File: src/verilog/fetch_pkg.sv
package fetch_pkg;

  // ==================================================
  // widths
  // ==================================================

  localparam int VADDR_W     = 32;
  localparam int INST_W      = 32;
  localparam int FETCH_BYTES = 8;                   // one aligned fetch block
  localparam int BLK_OFS_W   = $clog2(FETCH_BYTES); // byte offset inside a block

  typedef logic [VADDR_W-1:0]       vaddr_t;        // fetch pc and bus address
  typedef logic [INST_W-1:0]        inst_t;
  typedef logic [8*FETCH_BYTES-1:0] fetch_data_t;   // lower word = lower address

  // ==================================================
  // redirects from commit and branch
  // ==================================================

  typedef enum logic [1:0] {
    REDIR_SILENT  = 2'd0,   // restart after the committed inst
    REDIR_REFETCH = 2'd1,   // restart at the committed inst
    REDIR_TRAP    = 2'd2    // restart at the trap vector
  } redirect_kind_e;

  typedef struct packed {
    logic           valid;
    redirect_kind_e kind;
    vaddr_t         epc;
  } commit_redirect_t;

  typedef struct packed {
    logic   valid;
    vaddr_t target;         // mispredict target
  } br_redirect_t;

  // ==================================================
  // fetch data path
  // ==================================================

  // pc is the requested pc, it may point at the upper word
  typedef struct packed {
    vaddr_t      pc;
    fetch_data_t data;
  } fetch_blk_t;

  typedef struct packed {
    vaddr_t pc;
    inst_t  inst;
  } inst_pkt_t;

endpackage

File: src/verilog/fetch_pc_gen.sv
module fetch_pc_gen #(
  parameter fetch_pkg::vaddr_t RESET_PC = 32'h0000_1000
) (
  input  logic                        i_clk,
  input  logic                        i_reset_n,

  // redirects
  input  fetch_pkg::commit_redirect_t i_commit,
  input  fetch_pkg::br_redirect_t     i_br,
  input  fetch_pkg::vaddr_t           i_trap_vec,

  // wishbone classic master, read only
  output logic                        o_wb_cyc,
  output logic                        o_wb_stb,
  output fetch_pkg::vaddr_t           o_wb_adr,
  input  fetch_pkg::fetch_data_t      i_wb_dat,
  input  logic                        i_wb_ack,

  // block buffer
  input  logic                        i_buf_full,
  output logic                        o_push,
  output fetch_pkg::fetch_blk_t       o_blk,
  output logic                        o_flush
);

  typedef enum logic [1:0] {
    INIT      = 2'd0,
    FETCH_REQ = 2'd1,   // bus cycle outstanding
    WAIT_BUF  = 2'd2,   // block held, buffer full
    IDLE_GAP  = 2'd3    // bus idle until the buffer has room
  } fetch_state_e;

  fetch_state_e           r_state;
  fetch_state_e           w_state_next;
  fetch_pkg::vaddr_t      r_req_pc;       // pc of the outstanding or held block
  fetch_pkg::vaddr_t      w_req_pc_next;
  fetch_pkg::vaddr_t      r_redir_pc;     // newest restart pc
  logic                   r_stale;        // outstanding block is dead
  logic                   w_stale_next;
  fetch_pkg::fetch_data_t r_hold_data;
  logic                   w_hold;
  fetch_pkg::vaddr_t      w_redir_pc;
  fetch_pkg::vaddr_t      w_blk_base;
  fetch_pkg::vaddr_t      w_seq_pc;

  // ==================================================
  // redirect selection, commit over branch
  // ==================================================

  assign o_flush = i_commit.valid | i_br.valid;

  always_comb begin
    if (i_commit.valid) begin
      case (i_commit.kind)
        fetch_pkg::REDIR_SILENT:  w_redir_pc = i_commit.epc + fetch_pkg::vaddr_t'(4);
        fetch_pkg::REDIR_REFETCH: w_redir_pc = i_commit.epc;
        fetch_pkg::REDIR_TRAP:    w_redir_pc = i_trap_vec;
        default:                  w_redir_pc = i_commit.epc;
      endcase
    end else begin
      w_redir_pc = i_br.target;
    end
  end

  assign w_blk_base = {r_req_pc[fetch_pkg::VADDR_W-1:fetch_pkg::BLK_OFS_W],
                       {fetch_pkg::BLK_OFS_W{1'b0}}};
  assign w_seq_pc   = w_blk_base + fetch_pkg::vaddr_t'(fetch_pkg::FETCH_BYTES);

  // ==================================================
  // fetch FSM
  // ==================================================

  always_comb begin
    w_state_next  = r_state;
    w_req_pc_next = r_req_pc;
    w_stale_next  = r_stale;
    w_hold        = 1'b0;
    o_push        = 1'b0;
    case (r_state)
      INIT: begin
        w_state_next = FETCH_REQ;
        if (o_flush) begin
          w_req_pc_next = w_redir_pc;
        end
      end
      FETCH_REQ: begin
        if (i_wb_ack) begin
          w_stale_next = 1'b0;
          if (o_flush) begin
            w_req_pc_next = w_redir_pc;   // drop block, restart at once
          end else if (r_stale) begin
            w_req_pc_next = r_redir_pc;
          end else if (!i_buf_full) begin
            o_push        = 1'b1;
            w_req_pc_next = w_seq_pc;     // back to back request
          end else begin
            w_hold       = 1'b1;
            w_state_next = WAIT_BUF;
          end
        end else if (o_flush) begin
          w_stale_next = 1'b1;            // adr must hold until ack
        end
      end
      WAIT_BUF: begin
        if (o_flush) begin
          w_req_pc_next = w_redir_pc;
          w_state_next  = FETCH_REQ;
        end else if (!i_buf_full) begin
          o_push        = 1'b1;
          w_req_pc_next = w_seq_pc;
          w_state_next  = IDLE_GAP;
        end
      end
      IDLE_GAP: begin
        if (o_flush) begin
          w_req_pc_next = w_redir_pc;
          w_state_next  = FETCH_REQ;
        end else if (!i_buf_full) begin
          w_state_next = FETCH_REQ;
        end
      end
      default: begin
        w_state_next = INIT;
      end
    endcase
  end

  always_ff @(posedge i_clk or negedge i_reset_n) begin
    if (!i_reset_n) begin
      r_state  <= INIT;
      r_req_pc <= RESET_PC;
      r_stale  <= 1'b0;
    end else begin
      r_state  <= w_state_next;
      r_req_pc <= w_req_pc_next;
      r_stale  <= w_stale_next;
    end
  end

  always_ff @(posedge i_clk) begin
    if (o_flush) begin
      r_redir_pc <= w_redir_pc;
    end
    if (w_hold) begin
      r_hold_data <= i_wb_dat;
    end
  end

  // ==================================================
  // bus and buffer outputs
  // ==================================================

  assign o_wb_cyc = (r_state == FETCH_REQ);
  assign o_wb_stb = (r_state == FETCH_REQ);
  assign o_wb_adr = w_blk_base;            // block aligned

  assign o_blk = '{pc:   r_req_pc,
                   data: (r_state == WAIT_BUF) ? r_hold_data : i_wb_dat};

endmodule

File: src/verilog/fetch_inst_buffer.sv
module fetch_inst_buffer #(
  parameter int BUF_DEPTH = 4
) (
  input  logic                  i_clk,
  input  logic                  i_reset_n,
  input  logic                  i_flush,

  // write side
  input  logic                  i_push,
  input  fetch_pkg::fetch_blk_t i_blk,
  output logic                  o_full,

  // read side
  input  logic                  i_pop,
  output logic                  o_valid,
  output fetch_pkg::fetch_blk_t o_head
);

  localparam int PTR_W = $clog2(BUF_DEPTH);

  fetch_pkg::fetch_blk_t r_mem [BUF_DEPTH];
  logic [PTR_W-1:0]      r_wr_ptr;
  logic [PTR_W-1:0]      r_rd_ptr;
  logic [PTR_W:0]        r_count;
  logic                  w_do_push;
  logic                  w_do_pop;

  // ==================================================
  // status
  // ==================================================

  assign o_full  = (r_count == (PTR_W+1)'(BUF_DEPTH));
  assign o_valid = (r_count != '0);
  assign o_head  = r_mem[r_rd_ptr];

  // a flush cycle drops whatever arrives with it
  assign w_do_push = i_push & ~o_full & ~i_flush;
  assign w_do_pop  = i_pop & o_valid & ~i_flush;

  // ==================================================
  // pointers and count
  // ==================================================

  always_ff @(posedge i_clk or negedge i_reset_n) begin
    if (!i_reset_n) begin
      r_wr_ptr <= '0;
      r_rd_ptr <= '0;
      r_count  <= '0;
    end else if (i_flush) begin
      r_wr_ptr <= '0;
      r_rd_ptr <= '0;
      r_count  <= '0;
    end else begin
      if (w_do_push) begin
        r_wr_ptr <= r_wr_ptr + 1'b1;    // depth is a power of two
      end
      if (w_do_pop) begin
        r_rd_ptr <= r_rd_ptr + 1'b1;
      end
      case ({w_do_push, w_do_pop})
        2'b10:   r_count <= r_count + 1'b1;
        2'b01:   r_count <= r_count - 1'b1;
        default: r_count <= r_count;
      endcase
    end
  end

  // storage
  always_ff @(posedge i_clk) begin
    if (w_do_push) begin
      r_mem[r_wr_ptr] <= i_blk;
    end
  end

endmodule

File: src/verilog/fetch_inst_issue.sv
module fetch_inst_issue (
  input  logic                  i_clk,
  input  logic                  i_reset_n,
  input  logic                  i_flush,

  // from the block buffer
  input  logic                  i_blk_valid,
  input  fetch_pkg::fetch_blk_t i_head,
  output logic                  o_pop,

  // instruction output
  output logic                  o_inst_valid,
  output fetch_pkg::inst_pkt_t  o_inst,
  input  logic                  i_inst_ready
);

  // pc bit that picks the word inside a block
  localparam int SLOT_BIT = $clog2(fetch_pkg::INST_W / 8);

  logic              r_lo_done;   // lower slot of the head already taken
  logic              w_slot;
  logic              w_accept;
  fetch_pkg::vaddr_t w_blk_base;

  // ==================================================
  // slot select
  // ==================================================

  // redirect into the upper word skips the lower slot
  assign w_slot = i_head.pc[SLOT_BIT] | r_lo_done;

  assign w_blk_base = {i_head.pc[fetch_pkg::VADDR_W-1:fetch_pkg::BLK_OFS_W],
                       {fetch_pkg::BLK_OFS_W{1'b0}}};

  assign o_inst_valid = i_blk_valid & ~i_flush;
  assign o_inst = '{pc:   w_blk_base + (fetch_pkg::vaddr_t'(w_slot) << SLOT_BIT),
                    inst: i_head.data[fetch_pkg::INST_W*w_slot +: fetch_pkg::INST_W]};

  assign w_accept = o_inst_valid & i_inst_ready;
  assign o_pop    = w_accept & w_slot;   // upper word done

  // ==================================================
  // slot state
  // ==================================================

  always_ff @(posedge i_clk or negedge i_reset_n) begin
    if (!i_reset_n) begin
      r_lo_done <= 1'b0;
    end else if (i_flush) begin
      r_lo_done <= 1'b0;
    end else if (w_accept) begin
      r_lo_done <= ~w_slot;             // lower taken, or next block
    end
  end

endmodule

File: src/verilog/fetch_frontend.sv
module fetch_frontend #(
  parameter fetch_pkg::vaddr_t RESET_PC  = 32'h0000_1000,
  parameter int                BUF_DEPTH = 4
) (
  input  logic                        i_clk,
  input  logic                        i_reset_n,

  // redirects
  input  fetch_pkg::commit_redirect_t i_commit,
  input  fetch_pkg::br_redirect_t     i_br,
  input  fetch_pkg::vaddr_t           i_trap_vec,

  // wishbone master
  output logic                        o_wb_cyc,
  output logic                        o_wb_stb,
  output fetch_pkg::vaddr_t           o_wb_adr,
  input  fetch_pkg::fetch_data_t      i_wb_dat,
  input  logic                        i_wb_ack,

  // instruction stream
  output fetch_pkg::inst_pkt_t        o_inst,
  output logic                        o_inst_valid,
  input  logic                        i_inst_ready
);

  logic                  w_push;
  fetch_pkg::fetch_blk_t w_blk;
  logic                  w_buf_full;
  logic                  w_flush;
  logic                  w_blk_valid;
  fetch_pkg::fetch_blk_t w_head;
  logic                  w_pop;

  // ==================================================
  // producer
  // ==================================================

  fetch_pc_gen #(
    .RESET_PC (RESET_PC)
  ) u_pc_gen (
    .i_clk      (i_clk),
    .i_reset_n  (i_reset_n),
    .i_commit   (i_commit),
    .i_br       (i_br),
    .i_trap_vec (i_trap_vec),
    .o_wb_cyc   (o_wb_cyc),
    .o_wb_stb   (o_wb_stb),
    .o_wb_adr   (o_wb_adr),
    .i_wb_dat   (i_wb_dat),
    .i_wb_ack   (i_wb_ack),
    .i_buf_full (w_buf_full),
    .o_push     (w_push),
    .o_blk      (w_blk),
    .o_flush    (w_flush)
  );

  // block FIFO
  fetch_inst_buffer #(
    .BUF_DEPTH (BUF_DEPTH)
  ) u_inst_buffer (
    .i_clk     (i_clk),
    .i_reset_n (i_reset_n),
    .i_flush   (w_flush),
    .i_push    (w_push),
    .i_blk     (w_blk),
    .o_full    (w_buf_full),
    .i_pop     (w_pop),
    .o_valid   (w_blk_valid),
    .o_head    (w_head)
  );

  // ==================================================
  // consumer
  // ==================================================

  fetch_inst_issue u_inst_issue (
    .i_clk        (i_clk),
    .i_reset_n    (i_reset_n),
    .i_flush      (w_flush),
    .i_blk_valid  (w_blk_valid),
    .i_head       (w_head),
    .o_pop        (w_pop),
    .o_inst_valid (o_inst_valid),
    .o_inst       (o_inst),
    .i_inst_ready (i_inst_ready)
  );

endmodule

File: config.mk
export PLATFORM = sky130hd
export DESIGN_NAME = fetch_frontend
export DESIGN_NICKNAME = d
export VERILOG_FILES = /design/src/verilog/fetch_pkg.sv /design/src/verilog/fetch_pc_gen.sv /design/src/verilog/fetch_inst_buffer.sv /design/src/verilog/fetch_inst_issue.sv /design/src/verilog/fetch_frontend.sv
export SDC_FILE = /design/constraint.sdc
export NUM_CORES = 1
export LEC_CHECK = 0
export BUFFER_PORTS_ARGS = -buffer_cell sky130_fd_sc_hd__buf_2
export CAP_MARGIN = 20
export CORE_MARGIN = 2
export CORE_UTILIZATION = 30
export DETAILED_ROUTE_END_ITERATION = 16
export MAX_ROUTING_LAYER = met4
export PLACE_DENSITY = 0.54
export SYNTH_ARGS = -nofsm -noshare
export SYNTH_HDL_FRONTEND = slang
export SYNTH_HIERARCHICAL = 1
export SYNTH_SLANG_ARGS = --single-unit
File: constraint.sdc
create_clock -name i_clk -period 8.1 [get_ports i_clk]
set_clock_uncertainty 0.15 [all_clocks]
set_input_delay 0.81 -clock i_clk [delete_from_list [all_inputs] [get_ports i_clk]]
set_output_delay 0.81 -clock i_clk [all_outputs]
set_load 0.02 [all_outputs]
# Yosys cells after proc, flatten, opt, wreduce, memory -nomap -nowiden

Memory sizes are Yosys's and may differ from the RTL's.
Cells that the tools add are included.

Register bits after elaboration: 139
Latch bits: 0
Memory bits (writable): 384
Memory bits (read-only): 0
Input bits: 168
Word-level logic and storage cells: 98
Memories: 1

Memories:

| memory              | words | width | rd ports | clocked after Yosys merged registers in | wr ports | line                    | RTL |
|---|---|---|---|---|---|---|---|
| u_inst_buffer.r_mem | 4     | 96    | 1        | 0                                       | 1        | fetch_inst_buffer.sv:21 | `fetch_pkg::fetch_blk_t r_mem [BUF_DEPTH];` |

$add $sub $neg: 7
$mul: 0
Divide/modulo/power cells: 0
Order comparisons: 0
Equal/unequal tests: 14
Shifts and indexed selects: 1
Mux-type cells: 42
Bitwise logic cells: 12
Reductions and logical operators: 12

Operators by type and width:

| cell                                                                   | number |
|---|---|
| 32-bit two-way mux                                                     | 7 |
| 32-bit case mux with 3 select lines                                    | 1 |
| 64-bit two-way mux                                                     | 1 |
| 32-bit case mux with 2 select lines                                    | 1 |
| 64-bit by 7-bit variable part select with 32-bit output                | 1 |
| 32-bit by 3-bit adder with 32-bit output                               | 1 |
| 32-bit by 3-bit adder with 32-bit output (second input constant)       | 1 |
| 32-bit by 4-bit adder with 32-bit output (second input constant)       | 1 |
| 2-bit two-way mux                                                      | 12 |
| 1-bit two-way mux                                                      | 16 |
| 2-bit equality test (second input constant)                            | 4 |
| 2-bit case mux with 4 select lines                                     | 1 |
| 2-bit nonzero test                                                     | 4 |
| 1-bit bitwise AND                                                      | 7 |
| 2-bit by 1-bit != test with 1-bit output (second input constant)       | 3 |
| 3-bit by 2-bit != test with 1-bit output (second input constant)       | 2 |
| 3-bit case mux with 2 select lines                                     | 1 |
| 6-bit AND reduction                                                    | 1 |
| 3-bit nonzero test                                                     | 2 |
| 2-bit by 1-bit adder with 2-bit output (second input constant)         | 2 |
| 2-bit by 1-bit equality test with 1-bit output (second input constant) | 2 |
| 2-bit zero test                                                        | 2 |
| 2-bit != test (second input constant)                                  | 2 |
| 2-bit AND reduction                                                    | 2 |
| 8 further kinds                                                        | 11 |

# Longest topological paths before layout

Depth after elaboration: 11
Gate-level depth with buffers: 15
Mapped depth without buffers: 11

# Cells and area by module

Netlist, hierarchy kept.

Modules (own cells, without submodules):

| module            | instances | cells each | area each (µm²) |
|---|---|---|---|
| fetch_inst_buffer | 1         | 567        | 14,378.8 |
| fetch_pc_gen      | 1         | 915        | 8,765.9 |
| fetch_inst_issue  | 1         | 77         | 726.9 |

# Worst setup path after synthesis

OpenSTA, ideal clock, no wires.

Kind: input-to-reg
Start point: in i_commit[34] (netlist bit)
End point: reg u_pc_gen.r_hold_data[0], enable pin
Setup time: 0.565 ns
Arrival: 5.931 ns
Data required time: 7.385 ns
Path slack: 1.454 ns
Cell stages on the path: 5
Cells stage by stage: clkbuf_1 -> nor2_1 -> clkbuf_1 -> nand2_1 -> nor3_1

Longest elaborated chain between the ends: 4

RTL lines:

| element                   | line                | RTL |
|---|---|---|
| start: declaration        | fetch_frontend.sv:9 | `input fetch_pkg::commit_redirect_t i_commit,` |
| 1-bit bitwise OR          | fetch_pc_gen.sv:50  | `assign o_flush = i_commit.valid \| i_br.valid;` |
| 1-bit two-way mux         | fetch_pc_gen.sv:89  | `if (o_flush) begin` |
| 1-bit two-way mux         | fetch_pc_gen.sv:87  | `if (i_wb_ack) begin` |
| 1-bit two-way mux         | fetch_pc_gen.sv:79  | `case (r_state)` |
| named net u_pc_gen.w_hold | fetch_pc_gen.sv:41  | `logic w_hold;` |
| end signal: assignment    | fetch_pc_gen.sv:145 | `r_hold_data <= i_wb_dat;` |
| end: declaration          | fetch_pc_gen.sv:40  | `fetch_pkg::fetch_data_t r_hold_data;` |

The timed path passes the listed nets, and every way through them passes these cells.
A chain may end at the register's enable or synchronous reset.

==> impl_metrics.yaml <==
outcome:
  outcome: "finished, final reports clean"
global_routing:
  grt_pass1_vias: 14542
  grt-ovfl-total: 0
  grt_max_degree: 63
  antenna_found_initial: 9
  grt_usage_pct: 15.7
  grt_pass1_wl_mm: 93.4
drt:
  routed_via_density: 5.06
  via_count: 14170
  drt_first_pass_iters: 5
  routed_wl_mm: 62.5
  final_antenna_net_count: 0
  wire_per_inst_um: 22.3
  initialDrtViolationCount: 1171
  route.detailed.drc: 0
job:
  maxCapViolations: 0
die:
  start_util_pct: 30.3
  die_x_um: 283
  core_um2: 77200
  die_h_um: 283
  io_pins: 267
  rows: 102
  die_area_um2: 80100
cts:
  tritoncts: "built"
  max-clock-path-buffers: 3
  cts_hold_buf: 0
  clkSinkCount: 511
  cts_setup_buffers: 0
  cts_resized: 0
  cts_buffers: 55
  h-tree-depth: 2
  clk_latency_ps: 600
  ctsRootBufferMaster: "clkbuf_16"
  clk_pin_slew_ps: 60
sta:
  worst_slew_pin_slew_ps: 1090
  fmax_ghz: 0.203
  fin_crit_ps: 4920
  setup_viol: 0
  drv_slew: 0
  finalCritPeriodShare_pct: 60.7
  slew_headroom_pct: 27.2
  hold_violations: 0
  rsz0062_at_grt: "no"
  tns_ps: 0
  timing.hold.ws_ps: 175
cells_and_area:
  mostFrequentLayoutCells: "470 x edfxtp_1, 256 x buf_2, 102 x mux2_2, 94 x mux4_2, 91 x nor2_1"
  layout_commonest_cell: "edfxtp_1"
  drive_gt1_share_pct: 33.7
  synthToLayoutAreaGrowth_pct: 15.9
  final_cells: 2802
  layout.nets: 1887
worst_setup_path:
  cp.arrival_ps: 3960
  end_kind: "output pin"
  path_class: "reg -> out"
  critPathRequiredTime_ps: 7140
  start_kind: "flop"
  critPathMaxFanout: 34
synth:
  syn_inst: 1523
  synth-warning-count: 6
  synth.avg_cell_area_um2: 15.3
  synthesis.area_um2: 23400
placement:
  dp_cells: 2691
  gp_congestion: 0.870
  dp_hpwl_mm: 39.5
  port_buffers: 255
power_and_ir_drop:
  p_leak_nw: 9.12
  p_per_area_nw_per_um2: 272
  ir_worst_vdd_v: 0.000156
min_path:
  hold_class: "in -> async"
[final cells by class]
class | instances | area (µm²)
Timing Repair Buffer | 281 | 1470
Inverter | 37 | 139
Clock buffer | 63 | 1410
Multi-Input combinational cell | 822 | 7200
Fill cell | 7441 | 50100
Sequential cell | 511 | 15100
Tap cell | 1040 | 1300
Antenna cell | 10 | 25.0
Clock inverter | 38 | 390
[per-layer routing]
metal  track usage (%)  share of wire (%)  up-vias
li1                  -                  -     6351
met1              20.0                 42     7210
met2              25.2                 48      529
met3              4.19                8.5       80
met4              3.40                1.8        0
met5                 -                  0        -
[worst max-delay path, stage by stage, from the launching register on]
cell	delay [ps]
dfrtp_4	920
buf_4	700
buf_4	650
mux4_2	590
mux2_2	310
buf_2	170
[report_power, final]
group | leakage [nW] | internal [mW] | switching, mW
combinational | 3.48 | 0.517 | 0.954
clock | 0.879 | 1.45 | 1.06
sequential | 4.76 | 3.14 | 0.255
[worst paths after layout]
kind,startpoint,endpoint,slack (ps),cells past startpoint
setup / recovery,u_inst_buffer/r_rd_ptr[0]$_DFFE_PN0P_,o_inst[2],3180,5
hold / removal,i_reset_n,u_pc_gen/r_req_pc[30]$_DFFE_PN0P_,170,2
setup reg to reg,u_pc_gen/r_state[1]$_DFFE_PN0P_,u_inst_buffer/r_mem[2][56]$_DFFE_PP_,3890,10
hold reg to reg,u_pc_gen/r_redir_pc[25]$_DFFE_PN_,u_pc_gen/r_req_pc[25]$_DFFE_PN0P_,420,2
max in group asynchronous,i_reset_n,u_inst_buffer/r_rd_ptr[0]$_DFFE_PN0P_,7120,2
min in group i_clk,i_wb_dat[51],u_pc_gen/r_hold_data[51]$_DFFE_PP_,250,1
[sequential cells by signal (all words and copies together) (netlist names)]
register,cells
u_inst_buffer/r_mem,376
u_pc_gen/r_redir_pc,30
u_inst_buffer/r_count,3
u_inst_buffer/r_wr_ptr,2
u_inst_issue/r_lo_done,1
u_inst_buffer/r_rd_ptr,2
u_pc_gen/r_stale,1
u_pc_gen/r_state,2
u_pc_gen/r_req_pc,30
u_pc_gen/r_hold_data,64
[stage by stage]
step	area, µm²	setup slack [ps]	power (mW)	util (%)
floorplan	23400	1460	4.39	-
finish	27100	3180	7.38	35.1
global placement	25300	3260	4.88	32.7
CTS	27100	2950	7.47	35.0
global route	27100	2770	7.70	35.1
detailed placement	25300	3190	4.92	32.7
Power figures use the tool's default switching activity.
